--- config.mk ---
export PLATFORM = sky130hd
export DESIGN_NAME = fetch_queue
export DESIGN_NICKNAME = d
export VERILOG_FILES = /design/src/common/fetch_pkg.sv /design/src/rtl/fetch_queue.sv
export SDC_FILE = /design/constraint.sdc
export NUM_CORES = 1
export LEC_CHECK = 0
export BUFFER_PORTS_ARGS = -buffer_cell sky130_fd_sc_hd__buf_2
export CORE_MARGIN = 2
export CORE_UTILIZATION = 45
export CTS_CLUSTER_DIAMETER = 80
export DETAILED_ROUTE_END_ITERATION = 6
export GPL_ROUTABILITY_DRIVEN = 1
export PLACE_DENSITY_LB_ADDON = 0.08
export SYNTH_ARGS = -nofsm -noshare
export SYNTH_HDL_FRONTEND = slang
export SYNTH_SLANG_ARGS = --single-unit
--- constraint.sdc ---
create_clock -name clk -period 24.9 [get_ports clk]
set_input_delay 1.245 -clock clk [delete_from_list [all_inputs] [get_ports clk]]
set_output_delay 1.245 -clock clk [all_outputs]
set_load 0.02 [all_outputs]
--- src/common/fetch_pkg.sv ---
package fetch_pkg;

    //////////////////////////////////////////////////////////////////////
    // Constants
    //////////////////////////////////////////////////////////////////////

    // Fetch PC after reset
    localparam logic [31:0] RESET_PC = 32'h1c00_0000;

    // Fetch address error, bit 7 is the write enable, low bits code 8
    localparam logic [7:0] ECODE_ADEF = 8'h88;

    // Branch target buffer geometry
    localparam int BTB_ENTRIES = 16;
    localparam int BTB_IDX_W   = $clog2(BTB_ENTRIES);
    // Tag covers the PC above index and byte offset
    localparam int BTB_TAG_W   = 30 - BTB_IDX_W;

    // Instruction memory depth in words
    localparam int IMEM_WORDS = 1024;
    localparam int IMEM_AW    = $clog2(IMEM_WORDS);

    // Fetch queue
    localparam int FQ_DEPTH = 8;
    localparam int FQ_AW    = $clog2(FQ_DEPTH);

    // Major opcodes of the direct jumps
    localparam logic [5:0] OP_B  = 6'b010100;
    localparam logic [5:0] OP_BL = 6'b010101;

    //////////////////////////////////////////////////////////////////////
    // Types
    //////////////////////////////////////////////////////////////////////

    // Winning next-PC source in IF1, highest priority first
    typedef enum logic [2:0] {
        SRC_ERA,
        SRC_EENTRY,
        SRC_CSR,
        SRC_CACOP,
        SRC_MEM,
        SRC_PREDEC,
        SRC_HOLD,
        SRC_PREDICT
    } redirect_src_e;

    // Predecoded instruction class
    typedef enum logic [1:0] {
        JK_NONE,
        JK_B,
        JK_BL
    } jump_kind_e;

    typedef struct packed {
        logic        valid;
        logic [31:0] pc;
    } redirect_t;

    // IF1 to IF2 request
    typedef struct packed {
        logic        valid;
        logic [31:0] pc;
        logic [31:0] pred_pc;
        logic [7:0]  ecode;
    } fetch_req_t;

    // One fetched instruction in the queue
    typedef struct packed {
        logic [31:0] pc;
        logic [31:0] inst;
        logic [7:0]  ecode;
        jump_kind_e  kind;
    } fetch_entry_t;

    // Buffer training write
    typedef struct packed {
        logic        valid;
        logic [31:0] pc;
        logic [31:0] target;
    } btb_update_t;

endpackage

--- src/rtl/fetch_queue.sv ---
module fetch_queue (
    input  logic                    clk,
    input  logic                    rstn,
    input  logic                    enq,
    input  fetch_pkg::fetch_entry_t enq_entry,
    input  logic                    deq,
    input  logic                    flush,
    output fetch_pkg::fetch_entry_t fq_out,
    output logic                    fq_valid,
    output logic                    stall_full
);

    // Entry storage
    fetch_pkg::fetch_entry_t fq_mem [fetch_pkg::FQ_DEPTH];

    // Pointers wrap with the power-of-two depth
    logic [fetch_pkg::FQ_AW-1:0] wr_ptr;
    logic [fetch_pkg::FQ_AW-1:0] rd_ptr;
    logic [fetch_pkg::FQ_AW:0]   count;
    logic                        full;
    logic                        push;
    logic                        pop;

    assign full = (count == (fetch_pkg::FQ_AW+1)'(fetch_pkg::FQ_DEPTH));

    // Flush wins over both ends
    assign push = enq & ~flush & ~full;
    assign pop  = deq & fq_valid & ~flush;

    //////////////////////////////////////////////////////////////////////
    // Status
    //////////////////////////////////////////////////////////////////////

    assign fq_valid = (count != '0);

    // One slot kept free for the item already in IF2
    assign stall_full = (count >= (fetch_pkg::FQ_AW+1)'(fetch_pkg::FQ_DEPTH - 1));

    // Head entry
    assign fq_out = fq_mem[rd_ptr];

    //////////////////////////////////////////////////////////////////////
    // Pointers and count
    //////////////////////////////////////////////////////////////////////

    always_ff @(posedge clk) begin
        if (!rstn || flush) begin
            wr_ptr <= '0;
            rd_ptr <= '0;
            count  <= '0;
        end else begin
            if (push) begin
                wr_ptr <= wr_ptr + 1'b1;
            end
            if (pop) begin
                rd_ptr <= rd_ptr + 1'b1;
            end
            // Push and pop together leave the count alone
            case ({push, pop})
                2'b10:   count <= count + 1'b1;
                2'b01:   count <= count - 1'b1;
                default: count <= count;
            endcase
        end
    end

    //////////////////////////////////////////////////////////////////////
    // Entry write
    //////////////////////////////////////////////////////////////////////

    always_ff @(posedge clk) begin
        if (push) begin
            fq_mem[wr_ptr] <= enq_entry;
        end
    end

endmodule

==> results.sh, run 1 <==
export IMPL_tightest_slew_ns=0.982
export IMPL_io_buffer_count=154
export IMPL_dr_pass1_iters=4
export IMPL_grt_ovfl_total=0
export IMPL_path_max_fanout=41
export IMPL_synth_simple_area_share_pct=0.787
export IMPL_cp_arrival_ns=3.94
export IMPL_synthFlopType="edfxtp_1"
export IMPL_vdd_ir_drop_max_mv=0.0585
export IMPL_ys_ff_latch=605
export IMPL_min_path_type="reg2reg"
export IMPL_utilization_pct=52.4
export IMPL_grt_max_degree=55
export IMPL_fin_worst_skew_ns=0.00843
export IMPL_start_util_pct=45.6
export IMPL_first_global_vias=10800
export IMPL_ioPinCount=155
export IMPL_seq_area_frac_synth_pct=78.8
export IMPL_rows=82
export IMPL_routed_wl_mm=45.8
export IMPL_synth_xor_area_share_pct=0.230
export IMPL_intPower_mw=1.62
export IMPL_clk_pin_slew_ns=0.06
export IMPL_period_share_pct=20.8
export IMPL_layout_common_cells="edfxtp_1, buf_2, mux4_2"
export IMPL_period_needed_ns=5.19
export IMPL_finalSetupViolCount=0
export IMPL_die_h_um=230
export IMPL_synthCells=936
export IMPL_synth_top_family_by_area="multiplexers"
export IMPL_rsz0062_at_grt="false"
export IMPL_yosysWarnings=0
export IMPL_dpl_cell_area_mm2=0.0245
export IMPL_fp_dieArea_mm2=0.0527
export IMPL_synthMuxAreaShare_pct=18.2
export IMPL_grt_pass1_wl_mm=69.5
export IMPL_power_density_mw_per_mm2=76.8
export IMPL_setup_ws_ns=19.71
export IMPL_synth_distinct_cells=32
export IMPL_antenna_found_initial=6
export IMPL_final_setup_tns_ns=0
export IMPL_numCtsBuffers=61
export IMPL_cts_max_level=2
export IMPL_hold_violations=0
export IMPL_drtIter0Drc=582
export IMPL_ant_nets=0
export IMPL_die_w_um=230
export IMPL_fin_nets=1218
export IMPL_area_delta_synth_final_pct=14.8
export IMPL_clkPwrFrac_pct=41.3
export IMPL_vias_per_cell=5.39
export IMPL_drc=0
export IMPL_cts_repair_resized=0
export IMPL_gp_congestion=0.676
export IMPL_syn_nets=1020
export IMPL_track_usage_pct=17.9
export IMPL_via_count=9978
export IMPL_core_mm2=0.0502
export IMPL_cp_end_kind="output pin"
export IMPL_p_sw_share_pct=19.5
export IMPL_drive_gt1_share_pct=41.6
export IMPL_required_ns=23.65
export IMPL_layout_commonest_cell="edfxtp_1"
export IMPL_status="finished, final reports clean"
export IMPL_synth_compound_area_share_pct=0.388
export IMPL_synthesis_area_mm2=0.0229
export IMPL_relSlewSlack_pct=34.6
export IMPL_max_freq_ghz=0.193
export IMPL_synth_edf_count=592
export IMPL_postCtsSetupRepairBufs=0
export IMPL_place_ws_ns=20.17
export IMPL_p_sw_mw=0.393
export IMPL_comb_power_share_pct=2.8
export IMPL_clkLatencyLatePin_ns=0.61
export IMPL_wire_per_inst_um=24.7
export IMPL_cts_root_buf="clkbuf_16"
export IMPL_p_leak_nw=8.24
export IMPL_ys_async_sr_fraction_pct=0
export IMPL_pwr_share_seq_pct=55.9
export IMPL_cts_hold_buf=0
export IMPL_path_class="reg2out"
export IMPL_cts_num_sinks=605
export IMPL_synth_fa_ha_area_share_pct=0.273
export IMPL_clock_path_buffers=3
export IMPL_start_kind="flop"
export IMPL_maxCapViolations=0
export IMPL_final_area_mm2=0.0263
export IMPL_syn_area_per_cell_um2=24.5
export IMPL_slew_violations=0
export IMPL_cts_tree="built"
export IMPL_dp_hpwl_mm=23.9
==> per-stage QoR <==
stage	hold WS, ns	cells	power, mW
2_1_floorplan	0.454	936	1.18
3_3_place_gp	0.454	1743	1.21
3_5_place_dp	0.473	1743	1.21
4_1_cts	0.483	1850	2.05
5_1_grt	0.509	1850	2.08
6_report	0.480	1851	2.02
==> synth_stat cells (3+ instances only) <==
cell type	number	area (µm²)
mux2_2	74	833
inv_1	3	11.3
ha_1	5	62.6
nor2_1	12	45.0
nand2b_1	3	18.8
nor3_1	5	25.0
dfxtp_1	13	260
xor2_1	5	43.8
edfxtp_1	592	17800
clkbuf_1	14	52.6
nand2_1	7	26.3
a21oi_1	5	25.0
buf_6	14	158
buf_2	6	30.0
buf_1	9	33.8
o21ai_0	4	20.0
mux4_2	148	3330
==> worst max-delay path: stages (launching register included) <==
cell,delay (ns)
dfxtp_4,0.76
buf_4,0.80
buf_4,0.67
mux4_2,0.58
mux2_2,0.31
buf_2,0.17
==> final timing paths <==
path / from / endpoint / slack [ns] / cells past startpoint
worst min register to register: rd_ptr[1] / flop / 0.48 / 2
worst min-delay path: rd_ptr[1] / flop / 0.48 / 2
worst max-delay path: flop / fq_out[70] / 19.71 / 5
worst max register to register: count[1] / fq_mem[0][19] / 21.83 / 6
==> registers in the layout, indices dropped and copies added (netlist names), named ones only <==
| name | count |
|---|---|
| count | 4 |
| fq_mem | 592 |
| rd_ptr | 3 |
| wr_ptr | 3 |
==> cell type report <==
cell class | instances | area, µm²
Clock buffer | 85 | 1660
Clock inverter | 22 | 144
Antenna cell | 1 | 2.50
Fill cell | 3893 | 23900
Tap cell | 672 | 841
Timing Repair Buffer | 178 | 951
Inverter | 4 | 15.0
Sequential cell | 605 | 18000
Multi-Input combinational cell | 284 | 4610
==> cell families after synthesis <==
kind of cell               count (synthesis)
adders and majority gates                  5
xor gates and xnor gates                   6
DFF                                      605
muxes                                    223
AOI/OAI and AO/OA                         13
buffers and inverters                     47
and+or+nand+nor                           37
==> metal layers <==
layer | GRT usage (%) | vias up | wire length (µm)
met5 | 0 | - | 51
met4 | 5.09 | 8 | 915
met3 | 3.70 | 74 | 2220
met2 | 29.9 | 195 | 22900
met1 | 24.0 | 5313 | 19700
li1 | - | 4388 | -
==> power by group through the flow <==
stage | clock network [mW] | registers [mW] | logic (mW)
after CTS | 0.861 | 1.13 | 0.0585
after global routing | 0.894 | 1.13 | 0.0624
final | 0.834 | 1.13 | 0.0568
after global placement | 0 | 1.15 | 0.0572
after floorplan | 0 | 1.15 | 0.0293
after detailed placement | 0 | 1.15 | 0.0583
Power figures use the tool's default switching activity.
==> inputs of run 2 (changes only) <==
clock period = 5.4 ns   (was 24.9 ns; I/O delays follow)
==> results.sh, run 2 (synthesized netlist as in run 1, its figures left out) <==
export IMPL_status="finished, final reports clean"
export IMPL_cts_hold_buf=76
export IMPL_reg_top3="fq_mem: 592 flops, count: 4 flops"
export IMPL_largest_register_ffs=592
export IMPL_drive_gt1_share_pct=39.4
export IMPL_ioPinCount=155
export IMPL_io_buffer_count=154
export IMPL_drc=0
export IMPL_holdPathStages=4
export IMPL_grt_pass1_wl_mm=70.0
export IMPL_clk_pin_slew_ns=0.06
export IMPL_path_max_fanout=43
export IMPL_crit_family="flip-flops"
export IMPL_clkLatencyLatePin_ns=0.61
export IMPL_rows=82
export IMPL_dp_hpwl_mm=23.4
export IMPL_min_path_type="in2reg"
export IMPL_grt_max_degree=75
export IMPL_maxCapViolations=0
export IMPL_grt_ovfl_total=0
export IMPL_worst_path_stages=4
export IMPL_r2r_start="count[1]"
export IMPL_relSlewSlack_pct=28.9
export IMPL_gp_congestion=0.683
export IMPL_start_util_pct=45.6
export IMPL_postCtsSetupRepairBufs=0
export IMPL_power_mw=9.55
export IMPL_hold_violations=0
export IMPL_crit_path_max_incr_delay_ns=1.00
export IMPL_top_register="fq_mem"
export IMPL_cp_end_kind="output pin"
export IMPL_first_global_vias=11300
export IMPL_slowest_stage="dfxtp_4"
export IMPL_tightest_slew_ns=1.07
export IMPL_layout_commonest_cell="edfxtp_1"
export IMPL_slew_violations=0
export IMPL_vdd_ir_drop_max_mv=0.264
export IMPL_period_share_pct=63.3
export IMPL_period_needed_ns=3.42
export IMPL_path_cells="buf_4 > mux4_2 > mux2_2 > buf_2"
export IMPL_via_count=10200
export IMPL_rsz0062_at_grt="false"
export IMPL_finalSetupViolCount=0
export IMPL_cp_arrival_ns=3.15
export IMPL_max_freq_ghz=0.293
export IMPL_numCtsBuffers=61
export IMPL_drtIter0Drc=516
export IMPL_track_usage_pct=17.8
export IMPL_p_leak_nw=8.61
export IMPL_cts_max_level=2
export IMPL_start_kind="flop"
export IMPL_required_ns=5.13
export IMPL_routed_wl_mm=45.6
export IMPL_ant_nets=0
export IMPL_cts_repair_resized=0
export IMPL_die_w_um=230
export IMPL_power_density_mw_per_mm2=351
export IMPL_fp_dieArea_mm2=0.0527
export IMPL_core_mm2=0.0502
export IMPL_rr_worst_depth=5
export IMPL_cts_tree="built"
export IMPL_fin_worst_skew_ns=0.0162
export IMPL_vias_per_cell=5.30
export IMPL_clock_path_buffers=3
export IMPL_fin_nets=1292
export IMPL_area_delta_synth_final_pct=19.0
export IMPL_antenna_found_initial=4
export IMPL_utilization_pct=54.3
export IMPL_cts_root_buf="clkbuf_16"
export IMPL_crit_buf_inv=2
export IMPL_wire_per_inst_um=23.6
export IMPL_path_class="reg2out"
export IMPL_min_from="rstn"
export IMPL_cts_num_sinks=605
export IMPL_dr_pass1_iters=4
export IMPL_die_h_um=230
export IMPL_layout_common_cells="edfxtp_1, buf_2, mux4_2"
run 2: stage by stage:
step                      hold WS, ns  TNS [ns]  instance area [µm²]  cells  worst slack, ns
after floorplan                 0.369   -294.84                22900    936            -1.28
after CTS                      0.0148         0                27200   1930             1.82
final                          0.0460         0                27200   1932             1.98
after global placement          0.476         0                24500   1741             2.48
after global routing           0.0506         0                27200   1931             1.73
after detailed placement        0.490         0                24500   1741             2.45
run 2: metal layers:
layer	global-route usage (%)	up-vias	part of all wire, %
met5	0	-	0.053
met2	29.9	195	50
met4	5.03	4	2.0
met1	23.7	5420	43
met3	3.49	69	4.5
li1	-	4549	-
run 2: worst register-to-register path, cell delays in order (launching register included):
cell and delay [ns]:
dfxtp_1 0.49, nor3_1 0.10, a211oi_2 0.43, inv_2 0.20, nor3_2 0.79, buf_12 0.46
run 2: worst paths after layout:
| path | endpoint | slack, ns |
|---|---|---|
| worst max-delay path | fq_out[4] | 1.98 |
| worst min-delay path | count[3] | 0.05 |
| worst max register to register | fq_mem[2][41] | 2.53 |
| worst min register to register | flop | 0.50 |
run 2: area by class of cell:
class | instances | area (µm²)
antenna | 2 | 5.00
clock buffer | 87 | 1700
clock inverter | 26 | 234
fill | 3845 | 22900
inverter | 4 | 15.0
multi-input combinational | 284 | 4620
sequential | 605 | 18000
tap | 672 | 841
timing repair buffer | 252 | 1770
run 2: power breakdown:
| part | switching, mW | total (mW) | internal, mW |
|---|---|---|---|
| sequential | 0.0117 | 5.20 | 5.19 |
| clock | 1.68 | 4.05 | 2.36 |
| combinational | 0.172 | 0.310 | 0.138 |
| total | 1.86 | 9.55 | 7.69 |
