$ cat config.mk
export PLATFORM = sky130hd
export DESIGN_NAME = pc_select
export DESIGN_NICKNAME = d
export VERILOG_FILES = /design/src/common/fetch_pkg.sv /design/src/rtl/pc_select.sv
export SDC_FILE = /design/constraint.sdc
export NUM_CORES = 1
export LEC_CHECK = 0
export ABC_AREA = 1
export CAP_MARGIN = 30
export CORE_AREA = 3 3 131 133
export CTS_CLUSTER_SIZE = 28
export DETAILED_ROUTE_END_ITERATION = 16
export DIE_AREA = 0 0 134 136
export DONT_BUFFER_PORTS = 1
export SETUP_SLACK_MARGIN = 0.3
export SLEW_MARGIN = 10
export SYNTH_ARGS = -nofsm -noshare
export SYNTH_HDL_FRONTEND = slang
export SYNTH_SLANG_ARGS = --single-unit
export TNS_END_PERCENT = 100
$ cat constraint.sdc
create_clock -name clk -period 2.47 [get_ports clk]
set_input_delay 0.6175 -clock clk [delete_from_list [all_inputs] [get_ports clk]]
set_output_delay 0.6175 -clock clk [all_outputs]
set_load 0.02 [all_outputs]
$ cat src/common/fetch_pkg.sv
package fetch_pkg;

    //////////////////////////////////////////////////////////////////////
    // Constants
    //////////////////////////////////////////////////////////////////////

    // Fetch PC after reset
    localparam logic [31:0] RESET_PC = 32'h1c00_0000;

    // Fetch address error, bit 7 is the write enable, low bits code 8
    localparam logic [7:0] ECODE_ADEF = 8'h88;

    // Branch target buffer geometry
    localparam int BTB_ENTRIES = 16;
    localparam int BTB_IDX_W   = $clog2(BTB_ENTRIES);
    // Tag covers the PC above index and byte offset
    localparam int BTB_TAG_W   = 30 - BTB_IDX_W;

    // Instruction memory depth in words
    localparam int IMEM_WORDS = 1024;
    localparam int IMEM_AW    = $clog2(IMEM_WORDS);

    // Fetch queue
    localparam int FQ_DEPTH = 8;
    localparam int FQ_AW    = $clog2(FQ_DEPTH);

    // Major opcodes of the direct jumps
    localparam logic [5:0] OP_B  = 6'b010100;
    localparam logic [5:0] OP_BL = 6'b010101;

    //////////////////////////////////////////////////////////////////////
    // Types
    //////////////////////////////////////////////////////////////////////

    // Winning next-PC source in IF1, highest priority first
    typedef enum logic [2:0] {
        SRC_ERA,
        SRC_EENTRY,
        SRC_CSR,
        SRC_CACOP,
        SRC_MEM,
        SRC_PREDEC,
        SRC_HOLD,
        SRC_PREDICT
    } redirect_src_e;

    // Predecoded instruction class
    typedef enum logic [1:0] {
        JK_NONE,
        JK_B,
        JK_BL
    } jump_kind_e;

    typedef struct packed {
        logic        valid;
        logic [31:0] pc;
    } redirect_t;

    // IF1 to IF2 request
    typedef struct packed {
        logic        valid;
        logic [31:0] pc;
        logic [31:0] pred_pc;
        logic [7:0]  ecode;
    } fetch_req_t;

    // One fetched instruction in the queue
    typedef struct packed {
        logic [31:0] pc;
        logic [31:0] inst;
        logic [7:0]  ecode;
        jump_kind_e  kind;
    } fetch_entry_t;

    // Buffer training write
    typedef struct packed {
        logic        valid;
        logic [31:0] pc;
        logic [31:0] target;
    } btb_update_t;

endpackage

$ cat src/rtl/pc_select.sv
module pc_select (
    input  logic                  clk,
    input  logic                  rstn,
    input  fetch_pkg::redirect_t  era_redir,
    input  fetch_pkg::redirect_t  eentry_redir,
    input  fetch_pkg::redirect_t  csr_redir,
    input  fetch_pkg::redirect_t  cacop_redir,
    input  fetch_pkg::redirect_t  mem_redir,
    input  fetch_pkg::redirect_t  predec_redir,
    input  logic [31:0]           pc_predict,
    input  logic                  stall_icache,
    input  logic                  stall_full,
    output logic [31:0]           pc_if1,
    output fetch_pkg::fetch_req_t req
);

    fetch_pkg::redirect_src_e src;
    logic [31:0]              pc_next;
    logic                     stall;
    logic                     any_redir;
    // Low only in the first cycle after reset
    logic                     run_q;

    assign stall = stall_icache | stall_full;

    // Predecoder correction counts as a redirect too
    assign any_redir = era_redir.valid | eentry_redir.valid | csr_redir.valid |
                       cacop_redir.valid | mem_redir.valid | predec_redir.valid;

    //////////////////////////////////////////////////////////////////////
    // Next-PC priority
    //////////////////////////////////////////////////////////////////////

    always_comb begin
        if (era_redir.valid) begin
            src = fetch_pkg::SRC_ERA;
        end else if (eentry_redir.valid) begin
            src = fetch_pkg::SRC_EENTRY;
        end else if (csr_redir.valid) begin
            src = fetch_pkg::SRC_CSR;
        end else if (cacop_redir.valid) begin
            src = fetch_pkg::SRC_CACOP;
        end else if (mem_redir.valid) begin
            src = fetch_pkg::SRC_MEM;
        end else if (predec_redir.valid) begin
            src = fetch_pkg::SRC_PREDEC;
        end else if (stall || !run_q) begin
            // Reset PC is not yet fetched in the first cycle
            src = fetch_pkg::SRC_HOLD;
        end else begin
            src = fetch_pkg::SRC_PREDICT;
        end
    end

    always_comb begin
        case (src)
            fetch_pkg::SRC_ERA:    pc_next = era_redir.pc;
            fetch_pkg::SRC_EENTRY: pc_next = eentry_redir.pc;
            fetch_pkg::SRC_CSR:    pc_next = csr_redir.pc;
            fetch_pkg::SRC_CACOP:  pc_next = cacop_redir.pc;
            fetch_pkg::SRC_MEM:    pc_next = mem_redir.pc;
            fetch_pkg::SRC_PREDEC: pc_next = predec_redir.pc;
            fetch_pkg::SRC_HOLD:   pc_next = pc_if1;
            default:               pc_next = pc_predict;
        endcase
    end

    // PC register
    always_ff @(posedge clk) begin
        if (!rstn) begin
            pc_if1 <= fetch_pkg::RESET_PC;
            run_q  <= 1'b0;
        end else begin
            pc_if1 <= pc_next;
            run_q  <= 1'b1;
        end
    end

    //////////////////////////////////////////////////////////////////////
    // Request to IF2
    //////////////////////////////////////////////////////////////////////

    always_comb begin
        // Killed by any redirect or stall
        req.valid   = run_q & ~stall & ~any_redir;
        req.pc      = pc_if1;
        req.pred_pc = pc_predict;
        // Misaligned fetch address
        req.ecode   = (pc_if1[1:0] != 2'b00) ? fetch_pkg::ECODE_ADEF : 8'h00;
    end

endmodule

==> results.md, run 1 <==
* Number of distinct standard cells referenced by the synthesized netlist at 26
* Largest net degree at the start of global routing at 58
* Number of search-and-repair iterations in the first detailed-routing pass at 5
* Arrival time at the worst endpoint at approximately 1.5 ns
* Clock buffers created by TritonCTS at 5
* Dpl hpwl at ~14000 microns
* Cell leakage power at ~1.7 nW
* Ports at 339
* HP Class: input port to flip-flop
* I/O Buffers at 0
* PwrDens at 483.9 mW/mm^2
* Initial antenna violation count at 1
* Stage delay of the slowest cell on the critical path at between 0.2 and 0.25 ns
* Setup repair after global routing missed its margin: true
* Average detailed-routed wire length per instance at 22.38 microns
* Top cell type's share of synthesized area at 18.27%
* Slowest cell on the critical path: nor2_4
* Relative slew margins at 55.38%
* Most common library cells after synthesis: 190 x nand2_1, 105 x nand4_1, 99 x nor2_1
* Mapped Area at 0.003904 sq mm
* Total negative slack for setup checks at 0 ns
* Number of antenna-violating nets in the routed design at 0
* Number of filler cells placed in the layout at roughly 1900
* Final RePlAce weighted congestion at 0.8388
* Sum of overflow across all layers after global routing at 0
* Worst-path maximum fanout at 20
* Final-stage net count at 818
* Hold Vio Cnt, Final at 0
* Final critical-path share of the clock period at 85.90%
* Core region area at 0.01594 sq mm
* Largest vdd supply drop at 243.6 uV
* Critical Path End Type: output pin
* Largest cells by area after synthesis: nand2_1 18%, dfxtp_1 17%, nand4_1 17%
* Number of enable flip-flop cells after synthesis at 0
* Growth of design area from synthesis to finish at -3.686%
* Total Die Area at 0.01822 sq mm
* Post-synthesis cell type with the largest combined area: nand2_1
* H-tree levels at 2
* Clock transition time at the flip-flop clock pins of the worst setup and hold paths at 0.05 ns
* Final routed DRC violation total at 0
* Drt via density at between 5 and 6
* Total routed wirelength at 17950 microns
* Buffers & Inverters on Critical Path at 3
* Crit-path cells: inv_2, nand2_4, inv_4, nand2_2, inv_2, nand2_4, nor2_4
* Share of synthesized registers carrying an async set or reset at 0%
* Overall routing resource usage at 17.85%
* Final Max Tran Viols at 0
* Clk_skew at 0.005275 ns
* Initial standard-cell utilization of the core at roughly a quarter
* Starting DRT DRC Count at 392
* Number of warnings printed during yosys synthesis at 0
* Total via count after detailed routing at 4188
* Fraction of layout cells with a size suffix above 1 at under 10%
* Chip Width at 134 microns
* Max-cap viol count at 0
* Outcome: complete, no violations
* FP Rows at 46
* Die height at 136 microns
* Final setup violating endpoints at 0
* Mean instance size in the synthesized netlist at between 5 and 6 sq um
* Required time of the critical path at 1.85 ns
* Maximum buffer depth of the clock tree at 2
* Kind of cell with the highest combined delay on the critical path: simple AND/OR/NAND/NOR gates
* Clock sinks at 33
* Fraction of the core area covered by cells at the end of the flow at 23.58%
* Transition time at the pin with the least slew margin at 0.6693 ns
* Critical Path Start Type: input port
* Most used flip-flop cell after synthesis: dfxtp_1
* Post-route total power at 1.820 mW
* Library cell with the highest instance count after synthesis: nand2_1
* Proportion of synthesized chip area in sequential cells at 16.92%
* Post-Syn Instances at 676
* Clk root buf: clkbuf_16
* Skew-Pair Late Insertion Delay at 0.28 ns
* Global-route wire length before repair at 24180 microns
* Achievable Freq at 471.3 MHz
* Hold-fix buffers, CTS at 0
* Category of the critical setup timing path: input port to output pin
* Min Clock Period, post-route at 2.122 ns
* Number of global-route vias before repair at ~3800
* TritonCTS clock tree: built
* Register bit total from synthesis at 33
[state kept, by name (all words and copies together) (netlist names)]
register and flops:
run_q 1, pc_if1 32
[power by group]
part	switching [mW]	internal, mW
sequential	0.155	0.577
clock	0.244	0.427
combinational	0.283	0.134
[placed cells by master, fill, tap and decap left out, types with 4 or more instances in the layout]
cell,instances
inv_1,22
conb_1,6
dfxtp_1,33
nand2_4,4
buf_4,16
nand3_1,39
nor2_4,5
a22oi_1,6
clkbuf_16,5
nand4_1,105
nand2_1,190
nor2_1,95
a21oi_1,33
[area by class of cell]
| cell class | count | area [sq um] | share of cell area, % |
|---|---|---|---|
| Sequential cell | 33 | 660.6 | 17.57 |
| Antenna cell | 1 | 2.502 | 0.06656 |
| Clock inverter | 1 | 5.005 | 0.1331 |
| Timing Repair Buffer | 19 | 180.2 | 4.792 |
| Inverter | 28 | 115.1 | 3.062 |
| Tap cell | 216 | 270.3 | 7.188 |
| Clock buffer | 7 | 152.6 | 4.060 |
| Multi-Input combinational cell | 497 | 2374 | 63.13 |
[final timing paths]
path	endpoint	slack, ns	depth (start not counted)	startpoint
hold reg to reg	pc_if1[19]	0.67	2	pc_if1[19]
hold / removal	run_q	0.36	0	rstn
setup / recovery	req[72]	0.35	7	eentry_redir[32]
setup reg to reg	pc_if1[22]	0.57	12	run_q
[kinds of logic after synthesis]
family	share of synthesized area (%)
flops	16.92
buf+inv	23.75
other cells	0.09606
compound gates	7.051
simple gates	52.18
[through the flow]
step                      instances  hold WS, ns  area [sq um]  setup slack [ns]
after CTS                       800       0.3549          3741            0.3214
after detailed placement        792       0.6464          3581           0.03934
after floorplan                 681       0.5533          3959            0.3033
after global routing            802       0.3503          3760            0.2740
final                           802       0.3633          3760            0.3484
after global placement          792       0.6465          3581           0.09869
[timing repair]
action / CTS / global route
pin swaps: 0 / 1
endpoints found under the setup margin: 1 / 18
setup buffers: 0 / 0
resized for setup: 1 / 2
cloned: 0 / 1
[routing by layer]
| layer | global-route usage, % | vias up | wire length, microns |
|---|---|---|---|
| met5 | 0 | - | 0 |
| met3 | 4.478 | 16 | 1593 |
| li1 | - | 2004 | - |
| met4 | 4.571 | 0 | 241 |
| met2 | 29.67 | 284 | 8521 |
| met1 | 23.15 | 1884 | 7591 |
Note: power is estimated with default switching activity, not from simulation.
==> run 2, diff against run 1 <==
Settings changed: CELL_PAD_IN_SITES_DETAIL_PLACEMENT set to 1, CELL_PAD_IN_SITES_GLOBAL_PLACEMENT set to 1, PLACE_DENSITY_LB_ADDON set to 0.1, SETUP_SLACK_MARGIN 0.3 to 0.5.
==> results.md, run 2 (synthesis gave the netlist of run 1 again) <==
* Cell-internal power at 1.128 mW
* H-tree levels at 2
* Clock buffers created by TritonCTS at 5
* Fraction of layout cells with a size suffix above 1 at 12.33%
* Critical Path Start Type: input port
* Dpl hpwl at ~15000 microns
* Most frequent standard cell in the layout excluding fill and tap cells: nand2_1
* Global-route wire length before repair at 26760 microns
* Buffers & Inverters on Critical Path at 4
* Cell repeated most along the worst path: inv_4
* Total routed wirelength at 19320 microns
* Number of global-route vias before repair at 4271
* Final-stage net count at 834
* Clk root buf: clkbuf_16
* Pre-CTS WS at approximately 0.052 ns
* Critical Path End Type: output pin
* Chip Width at 134 microns
* Max-cap viol count at 0
* Die height at 136 microns
* Core region area at 0.01594 sq mm
* Relative slew margins at between 40% and 50%
* Required time of the critical path at ~1.9 ns
* Initial standard-cell utilization of the core at 24.49%
* Number of search-and-repair iterations in the first detailed-routing pass at 4
* Reg-to-reg startpoint: run_q
* Overall routing resource usage at between 10% and 20%
* Starting DRT DRC Count at ~120
* Hold Vio Cnt, Final at 0
* Number of antenna-violating nets in the routed design at 0
* Final setup violating endpoints at 0
* Largest vdd supply drop at between 200 and 250 uV
* TritonCTS clock tree: built
* Crit-path cells: inv_8, nand2_4, inv_4, nand2_2, inv_4, nand2_8, buf_12, nor2_4
* Initial antenna violation count at 1
* Combinational share of power at 24.6%
* Worst setup path start: era_redir[32]
* Min Clock Period, post-route at 1.931 ns
* Final Max Tran Viols at 0
* Total Die Area at 0.01822 sq mm
* Total via count after detailed routing at 4271
* Number of filler cells placed in the layout at 2070
* Achievable Freq at 518.0 MHz
* Clk_skew at between 0.003 and 0.004 ns
* Worst-path maximum fanout at 35
* Switching power at 0.6758 mW
* Switching share of power at ~37%
* Outcome: complete, no violations
* Antenna diode count at 0
* Slowest cell on the critical path: nor2_4
* Skew-Pair Late Insertion Delay at roughly 0.28 ns
* Instance area after placement at about 0.0036 sq mm
* Total negative slack for setup checks at 0 ns
* Setup repair after global routing missed its margin: false
* Growth of design area from synthesis to finish at 2.468%
* Design Area, Final at 0.004000 sq mm
* Clock transition time at the flip-flop clock pins of the worst setup and hold paths at approximately 0.05 ns
* Sum of overflow across all layers after global routing at 0
* Final routed DRC violation total at 0
* Kind of cell with the highest combined delay on the critical path: simple AND/OR/NAND/NOR gates
* Category of the critical setup timing path: input port to output pin
* Average detailed-routed wire length per instance at 23.68 microns
* Cell leakage power at 1.753 nW
* I/O Buffers at 0
* Ports at 339
* Slack of the critical path at 0.5395 ns
* Number of flip-flops under the largest register name at 32
* Stage delay of the slowest cell on the critical path at 0.16 ns
* HP Class: input port to flip-flop
* Biggest register: pc_if1
* FP Rows at 46
* Sequential power share at 40.6%
* Clock group share of total power at around a third
* Final critical-path share of the clock period at 78.16%
* PwrDens at 450.9 mW/mm^2
* Clock sinks at 33
* Drt via density at around 5.2
* Arrival time at the worst endpoint at 1.31 ns
* Largest net degree at the start of global routing at 58
* Maximum buffer depth of the clock tree at 2
* Hold path startpoint: rstn
* Biggest registers after layout: pc_if1: 32 flops, run_q: 1 flops
* Transition time at the pin with the least slew margin at 0.8716 ns
* Final RePlAce weighted congestion at a little over 0.8
* Leading cell types in the layout, fill and taps excluded: 187 x nand2_1, 105 x nand4_1, 88 x nor2_1
-- run 2: area by class of cell --
cell class | count | area (sq um) | area share, %
clock buffer | 7 | 142.6 | 3.566
inverter | 28 | 121.4 | 3.034
multi-input combinational | 497 | 2424 | 60.59
sequential | 33 | 660.6 | 16.52
tap | 216 | 270.3 | 6.756
timing repair buffer | 35 | 381.6 | 9.540
-- run 2: power groups by stage --
stage          sequential [mW]  clock [mW]  combinational [mW]
6_report                 0.732       0.628               0.444
5_1_grt                  0.741       0.658               0.499
4_1_cts                  0.733       0.644               0.426
3_5_place_dp             0.745           0               0.418
3_3_place_gp             0.745           0               0.406
2_1_floorplan            0.669           0               0.511
-- run 2: per-layer routing --
metal	up-vias	routed length, microns	GRT usage [%]
met4	2	265	3.429
li1	2037	-	-
met2	207	9568	34.73
met3	18	1223	4.515
met1	2007	8258	23.88
met5	-	8	0
-- run 2: through the flow --
step           cells  hold WS, ns  total power [mW]  utilization, %
6_report         816       0.3649             1.804           25.09
5_1_grt          816       0.3555             1.898           25.09
4_1_cts          802       0.3587             1.803           23.76
3_5_place_dp     793       0.6457             1.163           22.59
3_3_place_gp     793       0.6459             1.151           22.59
2_1_floorplan    681       0.5533             1.180               -
-- run 2: path summary, 6_finish.rpt --
check / slack, ns / to / cells past startpoint
min reg2reg: 0.66 / pc_if1[15] / 2
max: 0.54 / req[72] / 8
max reg2reg: 0.71 / pc_if1[28] / 8
min: 0.36 / run_q / 0
-- run 2: timing repair --
action	CTS	global route
cloned	1	3
setup buffers	1	11
endpoints found under the hold margin	0	0
hold buffers	0	0
pin swaps	3	7
gates resized for setup	8	15
setup endpoints to repair	27	32
==> run 3, diff against run 2 <==
Clock period 2.47 ns to 1.55 ns, I/O delays scaled along.
==> results.md, run 3 (synthesis gave the netlist of run 1 again) <==
* Chip Width at 134 microns
* Fraction of the core area covered by cells at the end of the flow at approximately 28%
* Buffers & Inverters on Critical Path at 4
* Core region area at about 0.016 sq mm
* Starting DRT DRC Count at 204
* Kind of cell with the highest combined delay on the critical path: buffers and inverters
* Leading cell types in the layout, fill and taps excluded: 184 x nand2_1, 105 x nand4_1, 93 x nor2_1
* Clock transition time at the flip-flop clock pins of the worst setup and hold paths at 0.06 ns
* Total routed wirelength at between 15000 and 20000 microns
* Outcome: complete, but fails checks
* Biggest registers after layout: pc_if1: 32 flops, run_q: 1 flops
* Multi-input combinational cell area at ~0.0025 sq mm
* Global-route wire length before repair at 28590 microns
* Final hold slack at ~0.13 ns
* I/O Buffers at 0
* Total negative slack for setup checks at -1.435 ns
* Min Clock Period, post-route at 1.697 ns
* Initial standard-cell utilization of the core at approximately a quarter
* PwrDens at about 660 mW/mm^2
* Largest vdd supply drop at 328.5 uV
* Max-cap viol count at 0
* Violations in the final reports: setup timing
* Number of filler cells placed in the layout at 2041
* Clk_skew at 0.003744 ns
* Total via count after detailed routing at 4384
* Antenna diode count at 0
* Final routed DRC violation total at 0
* Highest Signal Layer: met4
* Achievable Freq at between 500 and 600 MHz
* Slowest cell on the critical path: dfxtp_2
* Arrival time at the worst endpoint at 1.31 ns
* Final RePlAce weighted congestion at between 0.8 and 0.9
* Flip-flop and latch area at around 750 sq um
* Final Max Tran Viols at 0
* Clock sinks at 33
* Ports at roughly 340
* Largest net degree at the start of global routing at 36
* Number of global-route vias before repair at 4623
* Critical Path Start Type: flip-flop
* Critical Path End Type: output pin
* Cell repeated most along the worst path: buf_4
* Stage delay of the slowest cell on the critical path at ~0.34 ns
* FP Rows at 46
* Pre-CTS WS at -0.3564 ns
* Number of search-and-repair iterations in the first detailed-routing pass at 4
* Required time of the critical path at 1.16 ns
* Number of flip-flops under the largest register name at 32
* Skew-Pair Late Insertion Delay at 0.28 ns
* Drt via density at 5.188
* H-tree levels at 2
* Final-stage net count at 862
* Die height at 136 microns
* TritonCTS clock tree: built
* Category of the critical setup timing path: flip-flop to output pin
* Average detailed-routed wire length per instance at 23.17 microns
* Clk root buf: clkbuf_16
* Post-route total power at 2.998 mW
* Total Die Area at 0.01822 sq mm
* Crit-path cells: nand2_4, buf_4, buf_6, buf_4, buf_4, nor2_4
* Dpl hpwl at 15670 microns
* Number of antenna-violating nets in the routed design at 0
* Clock buffers created by TritonCTS at 5
* Maximum buffer depth of the clock tree at 2
* Wire length on met3 at 1369 microns
* Cell leakage power at 1.986 nW
* Overall routing resource usage at 20.77%
* Biggest register: pc_if1
* Wl on met1 at 8565 microns
* Sum of overflow across all layers after global routing at 0
* Growth of design area from synthesis to finish at 15.58%
* Most frequent standard cell in the layout excluding fill and tap cells: nand2_1
* Routed wl met2 at 9309 microns
* Initial antenna violation count at 0
* Setup repair after global routing missed its margin: true
* Final critical-path share of the clock period at 109.5%
* Fraction of layout cells with a size suffix above 1 at 22.26%
* Final setup violating endpoints at 26
* Worst-path maximum fanout at 2
* Slack of the critical path at -0.1468 ns
* Hold Vio Cnt, Final at 0
* HP Class: input port to flip-flop
[run 3: cell count changes in the layout (fill, tap and decap cells not counted), moves of 3 or more]
cell / change
dfxtp_1: -33
dfxtp_4: +21
buf_4: +12
dfxtp_2: +12
buf_12: +10
buf_6: +5
nor2_1: +5
nor2_2: -4
a21oi_1: -3
a21oi_2: +3
buf_8: +3
nand2_1: -3
[run 3: final timing paths]
path	startpoint	end	slack [ns]	cells after the start
max reg2reg	run_q	pc_if1[9]	-0.11	12
max	run_q	req[72]	-0.15	6
min reg2reg	pc_if1[16]	pc_if1[16]	0.56	2
min	rstn	run_q	0.13	0
[run 3: area by class of cell]
class	count	area share, %
repair buffers	64	16.75
clock buffers	6	2.856
flip-flops and latches	33	16.72
well taps	216	5.990
inverters	28	2.995
multi-input cells	496	54.46
clock inverters	2	0.2219
[run 3: layer usage]
metal / vias up / track usage [%]
li1: 2097 / -
met1: 2035 / 27.32
met2: 232 / 34.50
met3: 20 / 4.663
met4: 0 / 5.257
met5: - / 0
[run 3: stage by stage]
stage,area (sq um),cells
after floorplan,4041,681
after global placement,3990,824
after detailed placement,3990,824
after CTS,4447,843
after global routing,4512,845
final,4512,845
[run 3: power by group]
part	internal (mW)	switching (mW)
Clock	0.591	0.399
Combinational	0.344	0.512
Sequential	0.925	0.227
Total	1.86	1.14
[run 3: repair_timing]
action / CTS / global route
gates resized for setup: 78 / 10
buffers inserted: 10 / 1
pin swaps: 12 / 6
gates cloned: 1 / 1
hold buffers: 0 / 0
setup endpoints to repair: 99 / 99
